===== config.mk =====
export PLATFORM = sky130hd
export DESIGN_NAME = encoder_preload
export DESIGN_NICKNAME = d
export VERILOG_FILES = /design/src/common/drac_pkg.sv /design/src/rtl/encoder_preload.sv
export SDC_FILE = /design/constraint.sdc
export NUM_CORES = 1
export LEC_CHECK = 0
export BUFFER_PORTS_ARGS = -buffer_cell sky130_fd_sc_hd__buf_4
export CAP_MARGIN = 20
export CORE_ASPECT_RATIO = 0.5
export CORE_MARGIN = 4
export CORE_UTILIZATION = 40
export DETAILED_ROUTE_END_ITERATION = 6
export GPL_TIMING_DRIVEN = 0
export MAX_ROUTING_LAYER = met4
export PLACE_DENSITY = 0.67
export SLEW_MARGIN = 10
export SYNTH_ARGS = -nofsm -noshare
export SYNTH_HDL_FRONTEND = slang
export SYNTH_SLANG_ARGS = --single-unit

===== constraint.sdc =====
create_clock -name sysclk -period 6.7 [get_ports sysclk]
set_input_delay 2.01 -clock sysclk [delete_from_list [all_inputs] [get_ports sysclk]]
set_output_delay 2.01 -clock sysclk [all_outputs]
set_load 0.1 [all_outputs]

===== src/common/drac_pkg.sv =====
// Shared types, register map and ESPM frame layout, imported by every RTL module of the receive path
package drac_pkg;

    // ------------------------------------------------------------
    // Basic word types
    // ------------------------------------------------------------
    typedef logic [31:0] word_t;    // Register and frame data
    typedef logic [15:0] addr_t;    // Register address
    typedef logic [5:0]  slot_t;    // Word index inside a frame
    typedef logic [23:0] pos_t;     // Encoder position

    localparam int FRAME_WORDS = 64;
    localparam int NUM_ENC     = 7; // Channels 1..7

    // ------------------------------------------------------------
    // Register regions, address bits 15:12
    // ------------------------------------------------------------
    localparam logic [3:0] ADDR_MAIN           = 4'h4;
    localparam logic [3:0] ADDR_ESPM           = 4'h9;
    localparam logic [3:0] ADDR_BOARD_SPECIFIC = 4'hB;

    // Main region offsets, address bits 3:0 (channel in bits 7:4)
    localparam logic [3:0] OFF_ENC_LOAD = 4'h4;
    localparam logic [3:0] OFF_ENC_DATA = 4'h5;

    // ------------------------------------------------------------
    // Frame slot map
    // ------------------------------------------------------------
    localparam slot_t SLOT_POS_BASE   = 6'd8;   // Channel c sits at base + c
    localparam slot_t SLOT_ESII       = 6'h21;  // Bit 1 is the ESII link flag
    localparam slot_t SLOT_INST_MODEL = 6'h22;
    localparam slot_t SLOT_INST_ID    = 6'h23;

    // ------------------------------------------------------------
    // Fixed values
    // ------------------------------------------------------------
    localparam pos_t  ENC_MIDRANGE = 24'h800000;
    localparam word_t FILL_WORD    = 32'h0000cccc;  // Unmapped reads
    localparam word_t BUILD_NUMBER = 32'd2;

endpackage


===== src/rtl/encoder_preload.sv =====
// Encoder preload: holds per-channel preload and offset, and returns the preload-adjusted position
`timescale 1ns/1ps

module encoder_preload
    import drac_pkg::*;
(
    input  logic       sysclk,
    input  logic       rst,
    input  logic       reg_wen,
    input  addr_t      reg_waddr,
    input  word_t      reg_wdata,
    input  pos_t       pos [1:NUM_ENC],
    input  logic [3:0] enc_sel,
    output pos_t       enc_preload,
    output pos_t       enc_position
);

    pos_t       preload [1:NUM_ENC];
    pos_t       offset  [1:NUM_ENC];
    logic       load_wr;
    logic [3:0] wr_ch;

    assign load_wr = reg_wen && (reg_waddr[15:12] == ADDR_MAIN)
                     && (reg_waddr[3:0] == OFF_ENC_LOAD);
    assign wr_ch   = reg_waddr[7:4];

    // ------------------------------------------------------------
    // Preload write
    // ------------------------------------------------------------
    always_ff @(posedge sysclk) begin
        if (rst) begin
            for (int c = 1; c <= NUM_ENC; c++) begin
                preload[c] <= ENC_MIDRANGE;
                offset[c]  <= '0;
            end
        end else if (load_wr) begin
            for (int c = 1; c <= NUM_ENC; c++) begin
                if (wr_ch == 4'(c)) begin
                    preload[c] <= reg_wdata[23:0];
                    offset[c]  <= reg_wdata[23:0] - pos[c];    // Wraps mod 2^24
                end
            end
        end
    end

    // ------------------------------------------------------------
    // Read side, channel from the registered read address
    // ------------------------------------------------------------
    always_comb begin
        enc_preload  = '0;  // Channel 0 and 8..15 unmapped
        enc_position = '0;
        for (int c = 1; c <= NUM_ENC; c++) begin
            if (enc_sel == 4'(c)) begin
                enc_preload  = preload[c];
                enc_position = pos[c] + offset[c];
            end
        end
    end

endmodule


Yosys cells after proc, flatten, opt, wreduce, memory -nomap -nowiden

Memory sizes are Yosys's and may differ from the RTL's.
Index checks and enable logic that the tools add are counted.

Equal/unequal tests: 16
Reductions and logical operators: 2
Add/subtract/negate cells: 14
Bitwise gates (word level): 14
Muxes and demuxes: 58

Operators by type and width:

| operator                                                              | number |
|---|---|
| 24-bit 2-to-1 mux                                                     | 28 |
| 24-bit adder                                                          | 7 |
| 24-bit subtractor                                                     | 7 |
| 4-bit by 3-bit equality test with 1-bit output, second input constant | 10 |
| 1-bit 2-to-1 mux                                                      | 30 |
| 4-bit by 2-bit equality test with 1-bit output, second input constant | 4 |
| 1-bit bitwise OR                                                      | 14 |
| 4-bit by 1-bit equality test with 1-bit output, second input constant | 2 |
| 1-bit logical AND                                                     | 2 |

Memories: 2
Input port bits: 223
RAM bits: 336
Bits in registers: 0

Memories:

| name    | words | bits a word | rd ports | clocked after Yosys merged registers in | wr ports | line                  | text |
|---|---|---|---|---|---|---|---|
| offset  | 7     | 24          | 7        | 0                                       | 7        | encoder_preload.sv:19 | `pos_t offset [1:NUM_ENC];` |
| preload | 7     | 24          | 7        | 0                                       | 7        | encoder_preload.sv:18 | `pos_t preload [1:NUM_ENC];` |

Longest topological paths before layout

Depth after elaboration: 8
Depth in mapped cells: 13

Worst setup path after synthesis

OpenSTA, ideal clock, no wires.

Kind: input-to-output
Start point: in pos[49] (netlist name)
End point: out enc_position[15]
Data arrival time: 6.143 ns
Slack: -1.453 ns
Required time: 4.690 ns
Path buffers: 0
Cell stages on the path: 11
Path through: ha_1 a211oi_1 o211ai_1 a32oi_1 nor2_1 o21ai_0 nand2b_1 a21oi_1 xnor2_1 o22ai_1 o32ai_1

Word-level cells in the longest chain between the ends: 4

RTL lines:

| what                            | line                  | text |
|---|---|---|
| start: declaration              | encoder_preload.sv:12 | `input pos_t pos [1:NUM_ENC],` |
| 24-bit adder                    | encoder_preload.sv:55 | `enc_position = pos[c] + offset[c];` |
| 24-bit 2-to-1 mux (3 in series) | encoder_preload.sv:53 | `if (enc_sel == 4'(c)) begin` |
| end: declaration                | encoder_preload.sv:15 | `output pos_t enc_position` |

No other way between the ends.

Final worst setup path

Start point: in pos[144] (netlist name)
End point: out enc_position[22]

Word-level cells in the longest chain between the ends: 8

RTL lines:

| what                            | line |
|---|---|
| 24-bit adder                    | encoder_preload.sv:55 |
| 24-bit 2-to-1 mux (7 in series) | encoder_preload.sv:53 |

No other way between the ends.

==> metrics.txt <==
PwrDens 199 mW/mm^2; switching share of power 37.2%; GP Congestion 1.03; top cell family by delay on the critical path compound AO/OA/AOI/OAI gates; Syn Inst Count 3,248; clock power share 28.3%; first-pass GRT wire length around 160,000 um; Gate power share 37.9%; register bit total from synthesis ~340; critical path required time 4690 ps; commonest cells after routing, fill and taps aside edfxtp_1 (336), nor2_1 (334), ha_1 (285); VDD IR max about 0.15 mV; Overall Power 0.00726 W; Seq pwr share 33.8%; worst-margin pin slew 1180 ps; library cells used by synthesis 85; hpwl dp between 80,000 and 90,000 um; 1st-iter DRT viols 3,231; Total Wirelength 114,000 um; largest net degree at the start of global routing 49; max-slew violation count 0; Longest Clk Path Bufs 3; worst-path cell chain buf_4, ha_4, fa_2, a21oi_4, o211ai_1, o2111ai_2, a31oi_2, o221ai_1, a2bb2oi_1, o21ai_1, xor2_1, a22oi_2, nand4_1, buf_12; worst min path class in2reg; FFs w/ async S/R, synth 0%; total core area around 0.073 sq mm; die height 200 um; fin crit period 7230 ps; crit-path max cell delay 420 ps; Die Wd approximately 390 um; fraction of layout cells with a size suffix above 1 around a fifth; CTS H-tree lvls 2; Total GRT Usage 28.6%; RSZ-0062 raised after global routing true; routed vias 27,300; LEAKAGE between 15 and 20 nW; number of synthesized flops with an enable pin between 300 and 400; DR pass1 iterations 7; ANT nets after route 0; slowest CP cell fa_2; CTS buffer count 37; root buf cell clkbuf_16; final hold vios 0; Layout fillers 6,783; vias in the first global route 25,600; status finished with violations; syn_area_per_cell 9.08 sq um; vias per inst 5.92; I/O Pins 271; ys flop type edfxtp_1; initial antenna violation count 6; max-cap violations 0; Reg clk slew, reported paths roughly 70 ps; CTS Sinks 336; Initial Util 40.4%; residual DRC count 16; switching power about 0.0027 W; Slew headroom 21.0%; # setup viols final 16; fmax 138 MHz; WHS approximately 1900 ps; Final WS setup -534 ps; commonest non-fill, non-tap cell in the layout edfxtp_1; nets 4,164; failing checks design-rule violations, negative setup slack; input/output buffers 255; Buf/Inv on CP 2; DR WL/cell 24.7 um; grt ovf 0; Ys Warns 0; crit share post-route 108%; type of the worst setup path in2out; Int Power 0.00456 W; Std-Cell Rows 70; CP arrival 5220 ps; die area 0.0784 sq mm; Setup crit end kind output port; CTS tree done; Critical Path Start Type input port; Post-Syn Nets 3,807; mapped cell area 0.0295 sq mm; total negative slack -3630 ps; sequential fraction of the synthesis area around 34%; Area growth, synth to finish 24.0%; Crit Path Max Fanout 3
[through the flow]
step / cell area [sq um] / util [%] / setup slack [ps] / instances
2_1_floorplan: 29900 / - / -1030 / 3248
3_3_place_gp: 33000 / 45.2 / -903 / 4475
3_5_place_dp: 33200 / 45.4 / -835 / 4483
4_1_cts: 35400 / 48.5 / -520 / 4576
5_1_grt: 36500 / 50.0 / -597 / 4607
6_report: 36600 / 50.0 / -534 / 4608
[kinds of logic after synthesis]
logic type / share of synthesized area, %
multiplexers: 1.74
flip-flops: 34.2
buffers and inverters: 4.16
adder cells (fa/ha/maj): 14.6
XOR/XNOR: 7.46
AND/OR/NAND/NOR: 17.1
AO/OA/AOI/OAI: 20.7
[synthesized netlist by cell type, drive strengths merged (97+ instances only)]
master	count	share of area (%)
a21o	121	3.1
a21oi	257	4.4
and2	110	2.3
and3	97	2.1
edfxtp	336	34
ha	322	14
inv	221	2.8
nand2	150	1.9
nor2	342	4.4
o21ai	231	3.9
xnor2	134	4.0
xor2	117	3.5
[power by group through the flow]
stage,registers (W),logic (W),clock network [W]
2_1_floorplan,0.00248,0.00163,0
5_1_grt,0.00246,0.00292,0.00215
3_3_place_gp,0.00249,0.00235,0
6_report,0.00245,0.00275,0.00205
4_1_cts,0.00245,0.00255,0.00206
3_5_place_dp,0.00249,0.00239,0
[worst paths after layout]
check                           to  cells after the start  slack [ps]      from
setup / recovery  enc_position[22]                     14        -530  pos[144]
hold / removal      offset[0][168]                      3        1860    pos[0]
[flip-flops by register name (all words and copies together), names as in the netlist]
| name | cells |
|---|---|
| preload | 168 |
| offset | 168 |
[metal layers]
| layer | vias up | global-route usage [%] | part of all wire (%) |
|---|---|---|---|
| li1 | 12700 | - | - |
| met4 | 0 | 10.2 | 4.3 |
| met3 | 222 | 5.80 | 10 |
| met5 | - | - | 0 |
| met1 | 13200 | 37.9 | 42 |
| met2 | 1204 | 43.7 | 44 |
[layout make-up]
cell class / instances / area [sq um] / share of cell area, %
repair buffers: 319 / 2730 / 7.47
clock inverters: 23 / 208 / 0.568
inverters: 224 / 842 / 2.30
diodes: 4 / 10.0 / 0.0274
clock buffers: 43 / 948 / 2.59
well taps: 972 / 1220 / 3.33
flip-flops and latches: 336 / 10100 / 27.6
multi-input cells: 2602 / 20100 / 55.0
plain buffers: 85 / 394 / 1.08
[timing repair]
| item | 4_1_cts | 5_1_grt |
|---|---|---|
| endpoints found under the setup margin | 48 | 26 |
| pin swaps | 88 | 110 |
| resized for setup | 194 | 170 |
| hold buffers | 0 | 0 |
| setup buffers | 28 | 27 |
Power figures use the tool's default switching activity.
