--- config.mk ---
export PLATFORM = sky130hd
export DESIGN_NAME = espm_comm_watchdog
export DESIGN_NICKNAME = d
export VERILOG_FILES = /design/src/common/drac_pkg.sv /design/src/espm/espm_comm_watchdog.sv
export SDC_FILE = /design/constraint.sdc
export NUM_CORES = 1
export LEC_CHECK = 0
export BUFFER_PORTS_ARGS = -buffer_cell sky130_fd_sc_hd__buf_2
export CAP_MARGIN = 10
export CORE_ASPECT_RATIO = 0.5
export CORE_UTILIZATION = 40
export CTS_BUF_LIST = sky130_fd_sc_hd__clkbuf_8 sky130_fd_sc_hd__clkbuf_16
export DETAILED_ROUTE_END_ITERATION = 6
export PLACE_DENSITY = 0.6
export SYNTH_ARGS = -nofsm -noshare
export SYNTH_HDL_FRONTEND = slang
export SYNTH_SLANG_ARGS = --single-unit
--- constraint.sdc ---
create_clock -name sysclk -period 2.8 [get_ports sysclk]
set_input_delay 0.84 -clock sysclk [delete_from_list [all_inputs] [get_ports sysclk]]
set_output_delay 0.84 -clock sysclk [all_outputs]
set_load 0.05 [all_outputs]
--- src/common/drac_pkg.sv ---
// Shared types, register map and ESPM frame layout, imported by every RTL module of the receive path
package drac_pkg;

    // ------------------------------------------------------------
    // Basic word types
    // ------------------------------------------------------------
    typedef logic [31:0] word_t;    // Register and frame data
    typedef logic [15:0] addr_t;    // Register address
    typedef logic [5:0]  slot_t;    // Word index inside a frame
    typedef logic [23:0] pos_t;     // Encoder position

    localparam int FRAME_WORDS = 64;
    localparam int NUM_ENC     = 7; // Channels 1..7

    // ------------------------------------------------------------
    // Register regions, address bits 15:12
    // ------------------------------------------------------------
    localparam logic [3:0] ADDR_MAIN           = 4'h4;
    localparam logic [3:0] ADDR_ESPM           = 4'h9;
    localparam logic [3:0] ADDR_BOARD_SPECIFIC = 4'hB;

    // Main region offsets, address bits 3:0 (channel in bits 7:4)
    localparam logic [3:0] OFF_ENC_LOAD = 4'h4;
    localparam logic [3:0] OFF_ENC_DATA = 4'h5;

    // ------------------------------------------------------------
    // Frame slot map
    // ------------------------------------------------------------
    localparam slot_t SLOT_POS_BASE   = 6'd8;   // Channel c sits at base + c
    localparam slot_t SLOT_ESII       = 6'h21;  // Bit 1 is the ESII link flag
    localparam slot_t SLOT_INST_MODEL = 6'h22;
    localparam slot_t SLOT_INST_ID    = 6'h23;

    // ------------------------------------------------------------
    // Fixed values
    // ------------------------------------------------------------
    localparam pos_t  ENC_MIDRANGE = 24'h800000;
    localparam word_t FILL_WORD    = 32'h0000cccc;  // Unmapped reads
    localparam word_t BUILD_NUMBER = 32'd2;

endpackage

--- src/espm/espm_comm_watchdog.sv ---
// ESPM link watchdog: counts good and bad frames and flags whether good frames arrive each window
`timescale 1ns/1ps

module espm_comm_watchdog
    import drac_pkg::*;
#(
    parameter int WDOG_PERIOD = 1024
) (
    input  logic  sysclk,
    input  logic  rst,
    input  logic  rx_eof,
    input  logic  rx_crc_good,
    output word_t crc_good_count,
    output word_t crc_err_count,
    output logic  comm_good
);

    localparam int CNT_W = $clog2(WDOG_PERIOD);

    logic [CNT_W-1:0] win_cnt;
    logic             seen_good;    // Good frame within current window
    logic             win_end;

    assign win_end = (win_cnt == CNT_W'(WDOG_PERIOD - 1));

    // ------------------------------------------------------------
    // Frame counters
    // ------------------------------------------------------------
    always_ff @(posedge sysclk) begin
        if (rst) begin
            crc_good_count <= '0;
            crc_err_count  <= '0;
        end else begin
            if (rx_crc_good) begin
                crc_good_count <= crc_good_count + 32'd1;
            end
            if (rx_eof && !rx_crc_good) begin
                crc_err_count <= crc_err_count + 32'd1;
            end
        end
    end

    // ------------------------------------------------------------
    // Window check
    // ------------------------------------------------------------
    always_ff @(posedge sysclk) begin
        if (rst) begin
            win_cnt   <= '0;
            seen_good <= 1'b0;
            comm_good <= 1'b0;
        end else if (win_end) begin
            win_cnt   <= '0;
            comm_good <= seen_good | rx_crc_good;   // Include a frame on the last cycle
            seen_good <= 1'b0;
        end else begin
            win_cnt   <= win_cnt + 1'b1;
            seen_good <= seen_good | rx_crc_good;
        end
    end

endmodule

**After elaboration in Yosys (flattened, before gate mapping)**

Index checks and enable logic that the tools add are counted.

- Add/subtract/negate cells: 3
- Eq/ne operators: 1
- Bitwise operators: 1
- Reduce and logical (&&, ||, !) cells: 3

Operators with widths:

| cell | count |
|---|---|
| adder 32 x 1 -> 32 bit (second input constant) | 2 |
| adder 10 x 1 -> 10 bit (second input constant) | 1 |
| == test 10 bit (second input constant) | 1 |
| OR reduction 2 bit | 1 |
| logical AND 1 bit | 1 |
| zero test 1 bit | 1 |
| bitwise OR 1 bit | 1 |

- Flip-flop bits (word level): 76
- Output and inout bits: 65
- Word-level logic and storage cells: 13

**Depth between registers and ports, before layout**

- Depth in word-level cells: 2
- Gate-level depth with buffers: 7
- Mapped depth without buffers: 5

**Least setup slack after synthesis**

OpenSTA, ideal clock, no wires.

- Path type: reg2reg
- Start: register crc_good_count[2]
- End: register crc_good_count[31]
- Library setup time: 0.121 ns
- Arrival: 2.390 ns
- Data required time: 2.679 ns
- Path slack: 0.289 ns
- Cell stages (with the launch flop): 6
- Path buffers: 1
- Clock period less this slack: 2.511 ns
- Path through: dfxtp_1 > nand4_2 > or4_1 > buf_2 > or4_4 > mux2_4

- Longest elaborated chain between the ends: 1

Ends and longest elaborated chain:

| what | line | text |
|---|---|---|
| start, declared | espm_comm_watchdog.sv:13 | `output word_t crc_good_count,` |
| start signal, assigned | espm_comm_watchdog.sv:35 | `crc_good_count <= crc_good_count + 32'd1;` |
| adder 32 x 1 -> 32 bit | espm_comm_watchdog.sv:35 |  |

Every way passes these cells.
A chain may end at the register's enable or synchronous reset.

**Final worst setup path**

Same ends and word-level chain as after synthesis.

==> flow_summary.yaml <==
setup_path:
  crit_family: "simple AND/OR/NAND/NOR gates"
  cp_max_fo: 9
  cp.required_ns: 3.02
  slowest_stage: "or4_1"
  worstSetupPathDepth: 4
  reg2reg_depth: 4
  start_kind: "flip-flop"
  crit_path_end: "crc_good_count[31]$_SDFFE_PP0P_"
  path_cells: "nand4_2 -> or4_1 -> or4_4 -> mux2_4"
  rr_endpoint: "crc_good_count[31]$_SDFFE_PP0P_"
  crit_arrival_ns: 2.51
  critPathMaxStageDelay_ns: 0.66
  crit_start: "crc_good_count[2]$_SDFFE_PP0P_"
  cp_num_buf_inv: 0
  critPathKind: "reg2reg"
  worst-r2r-setup-slack_ns: 0.51
  r2r-start: "crc_good_count[2]$_SDFFE_PP0P_"
  end_kind: "flip-flop"
clock_tree:
  tritoncts: "yes"
  root_buffer: "clkbuf_16"
  clock_sinks: 76
  path_clk_slew_ns: 0.06
  htreeDepth: 3
  cts_hold_buf: 0
  clockBufferDepth: 2
  cts_made_buffers: 9
  insertion_delay_ns: 0.33
  cts_resized: 0
  cts_setup_buffers: 0
layout:
  multiInputGateArea_mm2: 0.00194
  nFillCells: 796
  drive_gt1_share_pct: 21.2
  seqCellArea_mm2: 0.00152
  area_delta_synth_final_pct: 20.3
  nets: 485
  stdcell_area_mm2: 0.00430
  diodes: 0
place:
  hpwl_um: 5550
  portBuffers: 68
  gp_congestion: 0.743
  placed_cell_area_mm2: 0.00403
min_path:
  min_from: "win_cnt[0]$_SDFF_PP0_"
  min_path_type: "reg2reg"
drt:
  dr.pass1.iters: 4
  postRouteAntennaNets: 0
  avgViaCountPerCell: 5.36
  drtIter0Drc: 114
  wire_per_inst_um: 13.7
  drcViolationCount: 0
  wirelength_um: 8140
  vias: 3181
sta:
  fmax_mhz: 437
  rsz0062_at_grt: "false"
  max_slew_margin_pct: 64.3
  finClkSkew_ns: 0.00441
  fin_crit_sh_pct: 81.7
  setup_viol: 0
  drv_slew: 0
  holdWs_ns: 0.471
  finalHoldViolCount: 0
  layout_min_cycle_time_ns: 2.29
  tightest_slew_ns: 0.535
  tns_ns: 0
yosys:
  avgSynthCellArea_um2: 8.64
  synth_cell_types: 36
  synth_cells: 414
  netlist_area_mm2: 0.00358
  yosysWarnings: 0
  synth-seq-cells: 76
  synth-seq-area-share_pct: 42.5
  syn_nets: 421
floorplanning:
  rows: 23
  die_x_um: 136
  io_pins: 69
  dieArea_mm2: 0.00935
  die_h_um: 68.9
  start_util_pct: 43.0
  core_mm2: 0.00832
run:
  maxCapViolations: 0
global_routing:
  grt_pass1_wl_um: 13400
  grt_pass1_vias: 2798
  grt_max_degree: 37
  antenna_found_initial: 0
  grtUsageTotal_pct: 18.6
  grt_remaining_overflow: 0
pwr:
  power_w: 0.00224
  pwr_density_cell_mw_per_mm2: 521
  leakagePower_nw: 1.69
  peakVddDrop_mv: 0.278
status:
  status: "complete, no violations"
## placed cells by master, fill, tap and decap left out, types with 3 or more instances in the layout
master,n
clkbuf_16,9
or3_1,9
a21oi_1,32
nand3_1,23
dfxtp_1,76
ha_1,3
nand2_1,25
nor4_1,5
nor3_1,5
xor2_1,22
xnor2_1,9
inv_1,7
and3_1,9
or4_1,24
buf_4,7
o21ai_0,10
nor2_1,44
and2_1,5
mux2_2,6
nor2b_1,8
nand4_1,24
buf_2,68
o31ai_1,22
mux2i_1,3
and4_1,11
## logic make-up (layout without fill, tap and decap cells)
logic type      after synthesis  count (layout)  share of synthesized area, %
simple gates                202             202                          32.0
flops                        76              76                          42.5
compound gates               64              64                          10.5
xor+xnor                     31              31                          7.59
buf+inv                      28              96                          3.22
mux                          10              10                          3.15
fa+ha+maj                     3               3                          1.05
## flip-flops by register name, indices dropped and copies added (netlist names)
| signal | flops |
|---|---|
| comm_good | 1 |
| crc_err_count | 32 |
| crc_good_count | 32 |
| win_cnt | 10 |
| seen_good | 1 |
## synthesized netlist by cell type, drive strengths merged
| library cell | number | share of area [%] |
|---|---|---|
| a21oi | 32 | 4.5 |
| and2 | 5 | 0.87 |
| and2b | 1 | 0.21 |
| and3 | 9 | 1.6 |
| and4 | 12 | 3.0 |
| and4b | 1 | 0.28 |
| buf | 4 | 0.70 |
| clkbuf | 19 | 2.0 |
| dfxtp | 76 | 43 |
| ha | 3 | 1.0 |
| inv | 5 | 0.52 |
| mux2 | 7 | 2.3 |
| mux2i | 3 | 0.84 |
| nand2 | 25 | 2.6 |
| nand2b | 1 | 0.17 |
| nand3 | 23 | 3.2 |
| nand4 | 26 | 4.9 |
| nand4b | 1 | 0.24 |
| nor2 | 44 | 4.6 |
| nor2b | 8 | 1.4 |
| nor3 | 5 | 0.70 |
| nor4 | 5 | 0.87 |
| o21ai | 10 | 1.4 |
| o31ai | 22 | 4.6 |
| or2 | 1 | 0.17 |
| or3 | 10 | 1.8 |
| or4 | 25 | 5.4 |
| xnor2 | 9 | 2.2 |
| xor2 | 22 | 5.4 |
## area by class of cell
| type | instances | area share, % |
|---|---|---|
| clock buffers | 11 | 5.87 |
| multi-input cells | 310 | 45.1 |
| flip-flops and latches | 76 | 35.3 |
| well taps | 112 | 3.26 |
| clock inverters | 4 | 0.407 |
| repair buffers | 76 | 9.59 |
| inverters | 5 | 0.436 |
## how the worst min path moves through the flow
stage                            end  slack (ns)  depth (start not counted)
6_report       win_cnt[0]$_SDFF_PP0_        0.47                          1
5_1_grt        win_cnt[0]$_SDFF_PP0_        0.50                          1
4_1_cts        win_cnt[0]$_SDFF_PP0_        0.47                          1
3_5_place_dp   win_cnt[0]$_SDFF_PP0_        0.46                          1
3_3_place_gp   win_cnt[0]$_SDFF_PP0_        0.44                          1
2_1_floorplan  win_cnt[0]$_SDFF_PP0_        0.43                          1
## metrics by stage
stage | worst slack, ns | utilization [%] | instances
CTS | 0.512 | 51.8 | 594
global placement | 0.414 | 48.5 | 579
floorplan | 0.289 | - | 414
finish | 0.512 | 51.8 | 594
global route | 0.364 | 51.8 | 594
detailed placement | 0.343 | 48.5 | 579
## per-layer routing
metal / GRT usage, % / vias up / share of wire [%]
li1: - / 1659 / -
met1: 24.2 / 1456 / 51
met2: 29.0 / 58 / 44
met3: 6.29 / 8 / 4.5
met4: 6.32 / 0 / 0.99
met5: 0 / - / 0
## report_power, final
group          switching (W)  total [W]  internal (W)
Combinational      0.0000542  0.0000788     0.0000246
Clock               0.000428    0.00106      0.000633
Sequential         0.0000107    0.00110       0.00109
Total               0.000492    0.00224       0.00175
(Power assumes the default switching activity.)
