==> config.mk <==
export PLATFORM = sky130hd
export DESIGN_NAME = drac_reg_read
export DESIGN_NICKNAME = d
export VERILOG_FILES = /design/src/common/drac_pkg.sv /design/src/rtl/drac_reg_read.sv
export SDC_FILE = /design/constraint.sdc
export NUM_CORES = 1
export LEC_CHECK = 0
export BUFFER_PORTS_ARGS = -buffer_cell sky130_fd_sc_hd__buf_2
export CAP_MARGIN = 10
export CORE_AREA = 2 2 119 121
export CTS_BUF_LIST = sky130_fd_sc_hd__clkbuf_16
export DETAILED_ROUTE_END_ITERATION = 12
export DIE_AREA = 0 0 121 123
export PLACE_DENSITY_LB_ADDON = 0.3
export SLEW_MARGIN = 5
export SYNTH_ARGS = -nofsm -noshare
export SYNTH_HDL_FRONTEND = slang
export SYNTH_SLANG_ARGS = --single-unit
export TNS_END_PERCENT = 1
==> constraint.sdc <==
create_clock -name sysclk -period 1.9 [get_ports sysclk]
set_clock_uncertainty 0.15 [all_clocks]
set_input_delay 0.38 -clock sysclk [delete_from_list [all_inputs] [get_ports sysclk]]
set_output_delay 0.38 -clock sysclk [all_outputs]
set_load 0.005 [all_outputs]
==> src/common/drac_pkg.sv <==
// Shared types, register map and ESPM frame layout, imported by every RTL module of the receive path
package drac_pkg;

    // ------------------------------------------------------------
    // Basic word types
    // ------------------------------------------------------------
    typedef logic [31:0] word_t;    // Register and frame data
    typedef logic [15:0] addr_t;    // Register address
    typedef logic [5:0]  slot_t;    // Word index inside a frame
    typedef logic [23:0] pos_t;     // Encoder position

    localparam int FRAME_WORDS = 64;
    localparam int NUM_ENC     = 7; // Channels 1..7

    // ------------------------------------------------------------
    // Register regions, address bits 15:12
    // ------------------------------------------------------------
    localparam logic [3:0] ADDR_MAIN           = 4'h4;
    localparam logic [3:0] ADDR_ESPM           = 4'h9;
    localparam logic [3:0] ADDR_BOARD_SPECIFIC = 4'hB;

    // Main region offsets, address bits 3:0 (channel in bits 7:4)
    localparam logic [3:0] OFF_ENC_LOAD = 4'h4;
    localparam logic [3:0] OFF_ENC_DATA = 4'h5;

    // ------------------------------------------------------------
    // Frame slot map
    // ------------------------------------------------------------
    localparam slot_t SLOT_POS_BASE   = 6'd8;   // Channel c sits at base + c
    localparam slot_t SLOT_ESII       = 6'h21;  // Bit 1 is the ESII link flag
    localparam slot_t SLOT_INST_MODEL = 6'h22;
    localparam slot_t SLOT_INST_ID    = 6'h23;

    // ------------------------------------------------------------
    // Fixed values
    // ------------------------------------------------------------
    localparam pos_t  ENC_MIDRANGE = 24'h800000;
    localparam word_t FILL_WORD    = 32'h0000cccc;  // Unmapped reads
    localparam word_t BUILD_NUMBER = 32'd2;

endpackage

==> src/rtl/drac_reg_read.sv <==
// Register read path: registers the read address, selects the region source and registers the data
`timescale 1ns/1ps

module drac_reg_read
    import drac_pkg::*;
(
    input  logic  sysclk,
    input  logic  rst,
    input  addr_t reg_raddr,
    input  word_t shadow_rdata,
    input  word_t esii_status,
    input  word_t inst_model,
    input  word_t inst_id,
    input  word_t crc_good_count,
    input  word_t crc_err_count,
    input  pos_t  enc_preload,
    input  pos_t  enc_position,
    output addr_t raddr_q,
    output word_t reg_rdata
);

    // Board-specific register offsets, address bits 11:0
    localparam logic [11:0] BS_CRC_ERR    = 12'h000;
    localparam logic [11:0] BS_CRC_GOOD   = 12'h001;
    localparam logic [11:0] BS_ESII       = 12'h010;
    localparam logic [11:0] BS_INST_MODEL = 12'h012;
    localparam logic [11:0] BS_INST_ID    = 12'h013;
    localparam logic [11:0] BS_BUILD      = 12'hfff;

    word_t main_rdata;
    word_t board_rdata;
    word_t mux_rdata;

    always_comb begin
        case (raddr_q[3:0])
            OFF_ENC_LOAD: main_rdata = {8'h00, enc_preload};
            OFF_ENC_DATA: main_rdata = {8'h00, enc_position};
            default:      main_rdata = FILL_WORD;
        endcase
    end

    always_comb begin
        case (raddr_q[11:0])
            BS_CRC_ERR:    board_rdata = crc_err_count;
            BS_CRC_GOOD:   board_rdata = crc_good_count;
            BS_ESII:       board_rdata = esii_status;
            BS_INST_MODEL: board_rdata = inst_model;
            BS_INST_ID:    board_rdata = inst_id;
            BS_BUILD:      board_rdata = BUILD_NUMBER;
            default:       board_rdata = FILL_WORD;
        endcase
    end

    // ------------------------------------------------------------
    // Region select
    // ------------------------------------------------------------
    always_comb begin
        case (raddr_q[15:12])
            ADDR_MAIN:           mux_rdata = main_rdata;
            ADDR_ESPM:           mux_rdata = shadow_rdata;  // Slot from bits 5:0
            ADDR_BOARD_SPECIFIC: mux_rdata = board_rdata;
            default:             mux_rdata = '0;
        endcase
    end

    // Address at edge N, data at edge N+1
    always_ff @(posedge sysclk) begin
        if (rst) begin
            raddr_q   <= '0;
            reg_rdata <= '0;
        end else begin
            raddr_q   <= reg_raddr;
            reg_rdata <= mux_rdata;
        end
    end

endmodule

# Word level (Yosys, flattened, before mapping)
# Index checks and enable logic that the tools add are counted.
# totals
regBits,48
inputBits,258
wordCells,16
# op_classes
n_eq_ne,10
mux,3
reduce_logical,1
# op_table
cell,n
$pmux W32 S6,1
$pmux W32 S3,1
$pmux W24 S2,1
$eq A12 B5 Y1 const B,3
$eq A12 B1 Y1 const B,1
$eq A12 B12 Y1 const B,1
$eq A4 B3 Y1 const B,3
$logic_not A12 Y1,1
$eq A4 B4 Y1 const B,2

# Logic depth before layout (Yosys ltp)
# logic_depth
word_depth,3
mapped_depth,8

# Worst setup path before layout
# No wires, ideal clock.
# synth_timing
kind,flip-flop to flip-flop
startpoint,register raddr_q[5]
endpoint,register reg_rdata[30]
setup_ps,69
arrival_time_ps,1711
slack_ps,-30
stages_incl_launch_ff,8
n_path_buf,2
period_less_slack_ps,1930
cell_sequence,dfxtp_1 nor4_4 nand2_2 o31a_1 buf_2 or2_4 buf_6 o21ai_1
# synth_via
elab_chain_cells,3
elab_cells_between_ends,8
# synth_rtl
item,line,rtl
from (decl),drac_reg_read.sv:18,"output addr_t raddr_q,"
from (signal assigned),drac_reg_read.sv:72,raddr_q <= reg_raddr;
$eq A12 B12 Y1 (tied with other cells),drac_reg_read.sv:43,case (raddr_q[11:0])
$pmux W32 S6 *,drac_reg_read.sv:43,
$pmux W32 S3 *,drac_reg_read.sv:58,case (raddr_q[15:12])
to (signal assigned),drac_reg_read.sv:73,reg_rdata <= mux_rdata;
to (decl),drac_reg_read.sv:19,output word_t reg_rdata
# Every way passes the cells marked *; elsewhere a longest branch is shown, timed or not.
# A chain may end at the register's enable or synchronous reset.

# Worst setup path after layout
# layout_timing
startpoint,register raddr_q[4]
endpoint,register reg_rdata[21]
# Same word-level chain as after synthesis.

==> flow_summary_export.csv <==
group,metric,value,unit
critical_path,critical_path_arrival,1.95,ns
final_layout,n_antenna_cell,0,
floorplan,die_x,121,um
yosys,syn_area_per_cell,8.32,sq um
timing,setup_ws,-0.0264,ns
clocking,holdBufCountCts,0,
floorplan,std_cell_rows,43,
yosys,muxShareOfSynthArea,11.0,%
flow_run,cap_viol_max_count,0,
detailed_routing,drt_wl_total,15700,um
power,p_comb_share,25.1,%
timing,hold_viol,0,
detailed_routing,final_antenna_net_count,0,
timing,min_period,1.93,ns
yosys,synthCells,377,
power,p_clk_share,36.7,%
yosys,synth_enable_flop_cells,0,
clocking,cts_buffers,5,
power,cellPowerDensity,502,nW/um^2
final_layout,finalNetCount,953,
global_route,grt_pass1_vias,4288,
global_route,grt_pass1_wl,22400,um
critical_path,rr_endpoint,"reg_rdata[21]",
min_path,min-delay-start,"shadow_rdata[24]",
timing,fmax,519,MHz
critical_path,cp-end-kind,"flip-flop",
critical_path,cp-startpoint,"raddr_q[4]",
power,p_total,2.77,mW
detailed_routing,drt_iter0_markers,272,
clocking,clockBufferDepth,2,
timing,drv_slew,0,
clocking,path_clk_slew,0.07,ns
global_route,grtUsageTotal,19.5,%
timing,setup_viol,12,
detailed_routing,firstDrtPassIters,6,
yosys,synth_top_family_by_area,"compound AO/OA/AOI/OAI gates",
yosys,synthSimpleGateAreaFrac,17.0,%
outcome,violations,"setup timing",
critical_path,path_depth,8,
clocking,clock-sinks,48,
critical_path,crit_type,"flip-flop to flip-flop",
clocking,htree_levels,2,
critical_path,crit_family,"buffers and inverters",
power,p_leak,2.52,nW
yosys,synthAdderAreaFrac,0,%
yosys,synthXorXnorAreaFrac,0,%
detailed_routing,drc,0,
clocking,root_buffer,"clkbuf_16",
yosys,yosys_warnings,0,
floorplan,io_pins,306,
outcome,status,"finished with violations",
critical_path,critPathSlowestCell,"dfxtp_4",
critical_path,worst-path-buf-inv,3,
critical_path,ff2ff_path_depth,8,
power,irDropWorstVdd,0.000303,V
final_layout,utilization,40.5,%
global_route,grt_overflow,0,
yosys,yosysTopAreaCellShare,30.6,%
yosys,ys_types,44,
placement,place.gp.congestion,0.883,
clocking,clkLatencyLatePin,0.29,ns
timing,rsz0062_at_grt,"true",
yosys,synthesis.nets,635,
yosys,synthTopCellsByArea,"dfxtp_1 31%, mux2i_1 9.9%, a222oi_1 7.0%",
yosys,yosysTopAreaCell,"dfxtp_1",
detailed_routing,via_per_inst,5.03,
critical_path,rrSetupSlack,-0.03,ns
detailed_routing,wl_per_cell,17.9,um
clocking,tritoncts,"built",
placement,dp_hpwl,12600,um
yosys,synth.ff_latch_count,48,
critical_path,regToRegStartpoint,"raddr_q[4]",
yosys,ys.flop_type,"dfxtp_1",
final_layout,drive_gt1_share,57.2,%
yosys,synth_compound_gate_area_share,36.1,%
critical_path,worstPathCellList,"buf_12 -> and4b_2 -> buf_4 -> bufbuf_16 -> nand2_1 -> o21ai_0 -> a222oi_1 -> o21ai_1",
critical_path,required,1.92,ns
floorplan,die_height,123,um
placement,io_buffers,305,
floorplan,start_util,23.0,%
yosys,async_flop_share,0,%
min_path,hp-class,"input port to flip-flop",
power,p_int,2.04,mW
detailed_routing,vias,4406,
critical_path,path_max_fanout,15,
timing,tightest_slew,0.639,ns
floorplan,dieArea,14900,sq um
power,p_seq_share,38.2,%
yosys,synthesis.area,3140,sq um
power,power.share.switching,26.3,%
global_route,grt_max_degree,30,
timing,relSlewSlack,57.4,%
critical_path,cp-start-kind,"flip-flop",
final_layout,areaGrowthSynthToFinish,75.9,%
floorplan,coreArea,13600,sq um
timing,period_share,101,%
power,power_switching,0.729,mW
critical_path,cp-endpoint,"reg_rdata[21]",
critical_path,max_stage_delay,0.36,ns
global_route,grt_antenna_before_repair,1,
yosys,synth.yosys.seq_area_share,30.6,%
-- per-layer routing --
layer / vias to the layer above / GRT usage (%) / part of all wire (%) / wire length (um)
met2: 209 / 33.0 / 48 / 7510
met3: 15 / 3.87 / 7.4 / 1150
met4: 2 / 4.00 / 1.1 / 174
li1: 2115 / - / - / -
met5: - / 0 / 0.083 / 13
met1: 2065 / 25.9 / 44 / 6830
-- flip-flops by register name (all words and copies together), names as in the netlist --
| register | count |
|---|---|
| raddr_q | 16 |
| reg_rdata | 32 |
-- through the flow --
| stage | area [sq um] | TNS, ns | setup slack, ns | hold slack [ns] | instances |
|---|---|---|---|---|---|
| final | 5520 | -0.168 | -0.0264 | 0.147 | 876 |
| after global routing | 5520 | -2.75 | -0.156 | 0.148 | 876 |
| after CTS | 5450 | -0.721 | -0.163 | 0.140 | 876 |
| after detailed placement | 5130 | -0.222 | -0.215 | 0.443 | 859 |
| after global placement | 5130 | -0.153 | -0.153 | 0.429 | 859 |
| after floorplan | 3150 | 0 | 0.0142 | 0.345 | 377 |
-- final cells by class --
cell class                 count  area (sq um)
fill                        1418          8090
timing repair buffer         346          2030
multi-input combinational    292          2110
tap                          180           225
clock buffer                   5           125
inverter                       2          7.51
clock inverter                 3          42.5
sequential                    48           978
-- worst min path at each step --
stage / endpoint / cells past startpoint / slack (ns)
2_1_floorplan: reg_rdata[24] / 2 / 0.34
3_3_place_gp: reg_rdata[24] / 3 / 0.43
3_5_place_dp: reg_rdata[31] / 3 / 0.44
4_1_cts: raddr_q[13] / 2 / 0.14
5_1_grt: reg_rdata[31] / 3 / 0.15
6_report: reg_rdata[24] / 3 / 0.15
-- worst reg2reg max path, delay by kind of cell, from the launching register on --
kind	cells	cell delay (ns)
AO/OA/AOI/OAI	3	0.43
flip-flops	1	0.36
buffers and inverters	3	0.56
AND/OR/NAND/NOR	2	0.31
-- synthesized netlist by cell type (2+ instances only) --
master     number
nand2_1        51
dfxtp_1        48
o21ai_0        32
mux2i_1        31
o21ai_1        31
a222oi_1       22
a22oi_1        22
clkbuf_1       22
nor2b_1        17
o2bb2ai_1      17
buf_2          11
a21oi_1         8
o221a_2         8
a221oi_1        7
nor2_1          5
nor3_1          5
nand4_1         4
mux2_2          3
nand3_1         3
a211oi_1        2
a22o_1          2
buf_6           2
inv_1           2
nor4_4          2
-- kinds of logic after synthesis --
family | count (synthesis)
muxes | 34
buffers and inverters | 37
DFF | 48
AOI/OAI and AO/OA | 158
and+or+nand+nor | 100
-- power groups by stage --
stage	registers [mW]	logic [mW]	clock network (mW)
after detailed placement	1.08	0.657	0
after CTS	1.06	0.687	1.06
after floorplan	1.08	0.234	0
final	1.06	0.696	1.02
after global routing	1.06	0.757	1.10
after global placement	1.08	0.649	0
-- repair_timing --
| item | 4_1_cts | 5_1_grt |
|---|---|---|
| setup buffers | 7 | 0 |
| setup endpoints to repair | 2 | 31 |
| pin swaps | 8 | 7 |
| hold endpoints to repair | 0 | 0 |
| cloned | 2 | 0 |
| resized for setup | 16 | 18 |
-- layout by cell type, fill, tap and decap left out, types with 3 or more instances in the layout --
cell type	Yosys	final
a21oi_1	8	8
a221oi_2	0	6
a222oi_1	22	22
a22oi_1	22	19
a22oi_2	0	3
buf_12	0	10
buf_2	11	305
buf_4	0	26
clkbuf_16	0	5
dfxtp_1	48	40
dfxtp_2	0	5
dfxtp_4	0	3
mux2_2	3	3
mux2i_1	31	31
nand2_1	51	50
nand3_1	3	3
nand4_1	4	4
nor2_1	5	4
nor2b_1	17	17
nor3_1	5	4
o21ai_0	32	26
o21ai_1	31	34
o21ai_2	0	3
o221a_2	8	8
o2bb2ai_1	17	17
Note: power is estimated with default switching activity, not from simulation.
