<file path="config.mk">
export PLATFORM = sky130hd
export DESIGN_NAME = espm_rx_buffer
export DESIGN_NICKNAME = d
export VERILOG_FILES = /design/src/common/drac_pkg.sv /design/src/espm/espm_rx_buffer.sv
export SDC_FILE = /design/constraint.sdc
export NUM_CORES = 2
export LEC_CHECK = 0
export BUFFER_PORTS_ARGS = -buffer_cell sky130_fd_sc_hd__buf_2
export CORE_MARGIN = 1
export CORE_UTILIZATION = 25
export DETAILED_ROUTE_END_ITERATION = 10
export GPL_TIMING_DRIVEN = 0
export HOLD_SLACK_MARGIN = 0.08
export SLEW_MARGIN = 20
export SYNTH_ARGS = -nofsm -noshare
export SYNTH_HDL_FRONTEND = slang
export SYNTH_SLANG_ARGS = --single-unit
</file>
<file path="constraint.sdc">
create_clock -name sysclk -period 4.85 [get_ports sysclk]
set_input_delay 0.2425 -clock sysclk [delete_from_list [all_inputs] [get_ports sysclk]]
set_output_delay 0.2425 -clock sysclk [all_outputs]
set_load 0.005 [all_outputs]
</file>
<file path="src/common/drac_pkg.sv">
// Shared types, register map and ESPM frame layout, imported by every RTL module of the receive path
package drac_pkg;

    // ------------------------------------------------------------
    // Basic word types
    // ------------------------------------------------------------
    typedef logic [31:0] word_t;    // Register and frame data
    typedef logic [15:0] addr_t;    // Register address
    typedef logic [5:0]  slot_t;    // Word index inside a frame
    typedef logic [23:0] pos_t;     // Encoder position

    localparam int FRAME_WORDS = 64;
    localparam int NUM_ENC     = 7; // Channels 1..7

    // ------------------------------------------------------------
    // Register regions, address bits 15:12
    // ------------------------------------------------------------
    localparam logic [3:0] ADDR_MAIN           = 4'h4;
    localparam logic [3:0] ADDR_ESPM           = 4'h9;
    localparam logic [3:0] ADDR_BOARD_SPECIFIC = 4'hB;

    // Main region offsets, address bits 3:0 (channel in bits 7:4)
    localparam logic [3:0] OFF_ENC_LOAD = 4'h4;
    localparam logic [3:0] OFF_ENC_DATA = 4'h5;

    // ------------------------------------------------------------
    // Frame slot map
    // ------------------------------------------------------------
    localparam slot_t SLOT_POS_BASE   = 6'd8;   // Channel c sits at base + c
    localparam slot_t SLOT_ESII       = 6'h21;  // Bit 1 is the ESII link flag
    localparam slot_t SLOT_INST_MODEL = 6'h22;
    localparam slot_t SLOT_INST_ID    = 6'h23;

    // ------------------------------------------------------------
    // Fixed values
    // ------------------------------------------------------------
    localparam pos_t  ENC_MIDRANGE = 24'h800000;
    localparam word_t FILL_WORD    = 32'h0000cccc;  // Unmapped reads
    localparam word_t BUILD_NUMBER = 32'd2;

endpackage

</file>
<file path="src/espm/espm_rx_buffer.sv">
// ESPM receive buffer: stages incoming frame words and copies good frames into the readable shadow
`timescale 1ns/1ps

module espm_rx_buffer
    import drac_pkg::*;
(
    input  logic  sysclk,
    input  logic  rst,
    input  logic  rx_load,
    input  slot_t rx_sel,
    input  word_t rx_data,
    input  logic  rx_crc_good,
    input  slot_t shadow_raddr,
    output word_t shadow_rdata,
    output pos_t  pos [1:NUM_ENC],
    output word_t esii_status,
    output word_t inst_model,
    output word_t inst_id,
    output logic  frame_copied
);

    typedef enum logic {ST_IDLE, ST_COPY} copy_state_t;

    word_t stage_ram  [0:FRAME_WORDS-1];
    word_t shadow_ram [0:FRAME_WORDS-1];

    logic        load_q;
    slot_t       sel_q;
    word_t       data_q;
    copy_state_t state;
    slot_t       copy_slot;
    word_t       copy_word;

    // ------------------------------------------------------------
    // Staging side, one register stage before the RAM write
    // ------------------------------------------------------------
    always_ff @(posedge sysclk) begin
        if (rst) begin
            load_q <= 1'b0;
        end else begin
            load_q <= rx_load;
        end
        sel_q  <= rx_sel;
        data_q <= rx_data;
        if (load_q) begin
            stage_ram[sel_q] <= data_q;
        end
    end

    assign copy_word = stage_ram[copy_slot];

    // ------------------------------------------------------------
    // Copy engine, one slot per cycle after a good CRC
    // ------------------------------------------------------------
    always_ff @(posedge sysclk) begin
        if (rst) begin
            state        <= ST_IDLE;
            copy_slot    <= '0;
            frame_copied <= 1'b0;
        end else begin
            frame_copied <= 1'b0;
            case (state)
                ST_IDLE: begin
                    copy_slot <= '0;
                    if (rx_crc_good) begin
                        state <= ST_COPY;
                    end
                end
                ST_COPY: begin
                    copy_slot <= copy_slot + 6'd1;
                    if (copy_slot == slot_t'(FRAME_WORDS - 1)) begin
                        state        <= ST_IDLE;
                        frame_copied <= 1'b1;   // Shadow and decoded words now stable
                    end
                end
                default: state <= ST_IDLE;
            endcase
        end
    end

    always_ff @(posedge sysclk) begin
        if (state == ST_COPY) begin
            shadow_ram[copy_slot] <= copy_word;
        end
    end

    // Decode while the copy passes the mapped slots
    always_ff @(posedge sysclk) begin
        if (rst) begin
            esii_status <= '0;
            inst_model  <= '0;
            inst_id     <= '0;
            for (int c = 1; c <= NUM_ENC; c++) begin
                pos[c] <= '0;
            end
        end else if (state == ST_COPY) begin
            for (int c = 1; c <= NUM_ENC; c++) begin
                if (copy_slot == slot_t'(SLOT_POS_BASE + c)) begin
                    pos[c] <= copy_word[23:0];
                end
            end
            if (copy_slot == SLOT_ESII)       esii_status <= copy_word;
            if (copy_slot == SLOT_INST_MODEL) inst_model  <= copy_word;
            if (copy_slot == SLOT_INST_ID)    inst_id     <= copy_word;
        end
    end

    assign shadow_rdata = shadow_ram[shadow_raddr];    // Register path reads directly

endmodule

</file>
* Yosys cells after proc, flatten, opt, wreduce, memory -nomap -nowiden
Memories as Yosys holds them, arrays and structs flattened. A register that Yosys moved wholly into a read port is not among the register bits.
Index checks and enable logic that the tools add are counted.
** Word-level totals
- Logic and storage cells :: 52
- Output and inout bits :: 297
- RAM bits :: 4096
- Register bits after elaboration :: 311
- Bits of input ports :: 48
- Memories kept :: 2
** Memory list
- shadow_ram :: words 64, width 32, read ports 1, clocked after memory_dff 0, write ports 1, RTL line espm_rx_buffer.sv:25 : word_t shadow_ram [0:FRAME_WORDS-1];
- stage_ram :: words 64, width 32, read ports 1, clocked after memory_dff 1, write ports 1, RTL line espm_rx_buffer.sv:24 : word_t stage_ram [0:FRAME_WORDS-1];
** Operators by class
- Add/subtract/negate cells :: 1
- Equal/unequal tests :: 11
- Reduce and logical (&&, ||, !) cells :: 11
- Multiplexer cells :: 10
- Bitwise operators :: 1
** Operators with widths (count)
- 6-bit by 4-bit == test with 1-bit output (second input constant) :: 7
- 6-bit == test (second input constant) :: 4
- 2-bit AND reduction :: 10
- 6-bit one-hot mux with 2 select lines :: 1
- 1-bit two-way mux :: 7
- 6-bit by 1-bit adder with 6-bit output (second input constant) :: 1
- 6-bit two-way mux :: 1
- 1-bit one-hot mux with 2 select lines :: 1
- 2-bit OR reduction :: 1
- 1-bit NOT :: 1

* Longest topological paths before layout
- Depth in word-level cells :: 3
- Gate-level depth with buffers :: 12
- Depth with buffers taken out :: 6

* Worst setup path before layout
Ideal clock, no wire load.
- Kind :: flip-flop to flip-flop
- From :: register, netlist name copy_slot[0]
- To :: memory shadow_ram[0][31] (netlist name), data pin
- Clock period less this slack :: 3.945 ns
- Setup slack :: 0.905 ns
- Library setup time :: 0.542 ns
- Cell stages (with the launch flop) :: 11
- Buffers on the path :: 5
- Data required time :: 4.308 ns
- Data arrival time :: 3.403 ns
- Cells stage by stage :: dfxtp_1 -> nor2b_1 -> clkbuf_1 -> buf_2 -> buf_2 -> buf_2 -> buf_2 -> a21oi_1 -> o22ai_1 -> a21oi_1 -> o211ai_1
** RTL lines (RTL line)
- end, declared :: espm_rx_buffer.sv:25

==> flow_summary.json <==
{
  "root_buffer": "clkbuf_16",
  "crit_start": "copy_slot[1]",
  "post_synth.cell_area_avg_sq_um": 19.28,
  "synthDistinctLibCells": 72,
  "required_ns": 5.57,
  "p_sw_mw": 17.58,
  "status": "complete, but fails checks",
  "htree_levels": 5,
  "synth_ff_type": "edfxtp_1",
  "dieArea_sq_um": 667100,
  "reg2regPathDepth": 11,
  "p_sw_share_pct": 22.37,
  "clk_pin_slew_ns": 0.06,
  "fin_nets": 9981,
  "synthTopCellsByArea": "edfxtp_1, mux4_2, dfxtp_1, a221oi_1, mux2i_1",
  "hold_start": "rx_crc_good",
  "drt_iter0_drc": 16600,
  "slew_headroom_pct": 8.375,
  "dp_hpwl_um": 432000,
  "synth_top_cell_by_area": "edfxtp_1",
  "critical_path_class": "register to register",
  "synth_commonest_cells": "edfxtp_1, nor2_1, a221oi_1",
  "syn_nets": 8659,
  "cp_slowest_cell": "a221oi_2",
  "power_frac_clock_pct": 42.3,
  "io_pins": 345,
  "synthesis.area_sq_um": 166000,
  "synth_warnings": 0,
  "slew_viol_final": 0,
  "cts_inserted_buffers": 435,
  "grt_pass1_vias": 94160,
  "power_frac_seq_pct": 53.3,
  "worstMarginPinSlew_ns": 1.374,
  "async_flop_share_pct": 0,
  "ant_nets": 0,
  "clock_latency_ns": 1.13,
  "cp-start-kind": "register",
  "drv_cap": 0,
  "grt_max_degree": 65,
  "avgViaCountPerCell": 5.231,
  "port_buffers": 340,
  "fin_setup_tns_ns": -25.83,
  "hp-class": "primary input to register",
  "arrival_ns": 5.88,
  "grt_pass1_wl_um": 812700,
  "reg2reg_to": "shadow_ram[0][4]",
  "gp_congestion": 0.9264,
  "crit_top_cell": "buf_6",
  "dr.pass1.iters": 11,
  "synth-seq-area-share_pct": 77.87,
  "slowest_delay_ns": 0.91,
  "powerDensity_nw_per_um2": 386.4,
  "endpoint_kind": "register",
  "violations": "DRC, setup timing",
  "wl_um": 611000,
  "grtUsageTotal_pct": 17.46,
  "path_delay_family": "buffers and inverters",
  "fillers": 63450,
  "drive_gt1_share_pct": 25.93,
  "synth_top_area_share_pct": 74.12,
  "fin_skew_ns": 0.1709,
  "die_h_um": 816.7,
  "syn2layout_area_growth_pct": 22.50,
  "power.leakage_nw": 63.29,
  "fmax_mhz": 193.9,
  "synth_most_common_cell": "edfxtp_1",
  "initial_core_util_pct": 25.15,
  "final-hold-violation-count": 0,
  "setup-violations-final": 278,
  "crit_buf_inv": 5,
  "worstPathCellList": "nand2b_1 > buf_2 > clkbuf_1 > o22ai_1 > a21oi_1 > o21ai_0 > a221oi_2 > buf_4 > nand4_1 > buf_6 > buf_6",
  "tritoncts": "built",
  "whs_endpoint": "state",
  "fin_crit_ns": 5.158,
  "antenna_found_initial": 81,
  "min_path_cells": 4,
  "grt-ovfl-total": 0,
  "wire_per_inst_um": 32.13,
  "critPathMaxFanout": 20,
  "synthCells": 8607,
  "whs_ns": 0.1801,
  "ff2ff_setup_slack_ns": -0.31,
  "intPower_mw": 60.98,
  "vias": 99470,
  "comb_power_share_pct": 4.5,
  "worst_slack_ns": -0.3083,
  "vdd_ir_drop_max_v": 0.0003703,
  "r2r_start": "copy_slot[1]",
  "die_x_um": 816.7,
  "post-route-period-util_pct": 106.4,
  "core_area_sq_um": 660000,
  "floorplan.rows": 298,
  "drc_errors": 57,
  "synth_edf_count": 4096,
  "cts_sinks": 4407,
  "cts_max_path_buffers": 4,
  "yosys_register_bits": 4407
}
layout make-up:
class | instances | area [sq um] | area share (%)
Antenna cell | 28 | 70.07 | 0.03447
Clock inverter | 233 | 2190 | 1.077
Clock buffer | 563 | 11550 | 5.681
Inverter | 8 | 30.03 | 0.01477
Sequential cell | 4407 | 129300 | 63.62
Multi-Input combinational cell | 3570 | 35280 | 17.35
Timing Repair Buffer | 887 | 10930 | 5.375
Tap cell | 8700 | 10890 | 5.354
Buffer | 620 | 3027 | 1.489
worst max-delay path by stage:
stage	depth (start not counted)	to
2_1_floorplan	10	shadow_ram[0][31]
3_3_place_gp	9	shadow_ram[10][19]
3_5_place_dp	11	shadow_ram[6][28]
4_1_cts	11	shadow_ram[18][1]
5_1_grt	10	inst_model[7]
6_report	11	shadow_ram[0][4]
worst register-to-register path: cells and delay by family (launching register included):
kind / cells / cell delay (ns)
buffers and inverters: 5 / 1.97
DFF: 1 / 0.63
AOI/OAI and AO/OA: 4 / 1.64
and+or+nand+nor: 2 / 0.58
cell usage in the layout, fill, tap and decap left out, types with 16 or more instances in the layout:
cell	synthesis	layout
a211oi_1	249	249
o21ai_0	116	104
clkbuf_1	237	316
mux2_2	63	63
o22a_1	19	19
o22ai_1	132	132
a22o_1	130	130
o21a_1	16	16
buf_2	290	628
dfxtp_4	0	31
dfxtp_1	311	279
nand2b_1	20	20
nand3_1	65	41
buf_12	0	156
buf_1	45	38
clkinv_2	0	64
buf_6	19	66
mux4_2	565	565
edfxtp_1	4096	4096
bufinv_16	0	26
a221oi_1	598	597
mux2i_1	242	242
buf_8	0	49
clkbuf_2	0	32
o311ai_0	19	19
clkbuf_16	0	438
nand2_1	82	78
diode_2	0	28
buf_4	32	128
buf_16	0	121
dlygate4sd3_1	0	80
a21oi_1	92	92
nor3_1	74	69
clkinv_1	2	96
nand3_4	0	24
nor2_4	1	126
nor2_1	614	484
a22oi_1	239	239
o221ai_1	17	17
nor2b_1	25	25
metrics by stage:
| stage | total power, mW | setup WS, ns | instance area, sq um | std cells | util, % |
|---|---|---|---|---|---|
| CTS | 78.70 | -0.2461 | 202900 | 18970 | 30.74 |
| global route | 80.14 | -0.001581 | 203200 | 18990 | 30.80 |
| global placement | 45.85 | -4.426 | 178500 | 17650 | 27.05 |
| finish | 78.56 | -0.3083 | 203300 | 19020 | 30.80 |
| detailed placement | 46.01 | -0.8473 | 187500 | 18020 | 28.40 |
| floorplan | 44.20 | 0.9051 | 166000 | 8607 | - |
power groups by stage:
stage	Sequential [mW]	Clock, mW	Combinational [mW]
after global routing	41.8	34.7	3.59
after CTS	41.8	33.4	3.45
after floorplan	42.6	0	1.55
final	41.8	33.2	3.52
after detailed placement	42.6	0	3.37
after global placement	43.0	0	2.90
registers in the layout (all words and copies together) (netlist names):
register / count
copy_slot: 6
data_q: 32
esii_status: 32
frame_copied: 1
inst_id: 32
inst_model: 32
load_q: 1
pos: 168
sel_q: 6
shadow_ram: 2048
stage_ram: 2048
state: 1
cell families (layout without fill, tap and decap cells):
| kind of cell | Yosys count | count (layout) | share of synthesized area (%) |
|---|---|---|---|
| adder cells (fa/ha/maj) | 4 | 4 | 0.03016 |
| multiplexers | 879 | 879 | 9.616 |
| buffers and inverters | 631 | 2311 | 1.804 |
| XOR/XNOR | 4 | 4 | 0.02111 |
| AO/OA/AOI/OAI | 1698 | 1698 | 7.950 |
| AND/OR/NAND/NOR | 984 | 985 | 2.710 |
| other | 0 | 28 | 0 |
| flip-flops | 4407 | 4407 | 77.87 |
routing by layer:
layer  wire length [um]  vias up  GRT usage (%)
li1                   -    38760              -
met1             218600    51640          21.87
met2             266400     7372          26.37
met3              80140     1630          5.730
met4              45300       60          10.28
met5                599        -              0
repair_timing:
| item | in CTS | in global routing |
|---|---|---|
| pin swaps | 41 | 15 |
| setup endpoints to repair | 1952 | 795 |
| hold buffers | 80 | 0 |
| buffers inserted | 73 | 24 |
| resized for setup | 16 | 20 |
| cloned | 1 | 0 |
| hold endpoints to repair | 41 | 0 |
No activity file was read; power rests on OpenSTA's default activity.
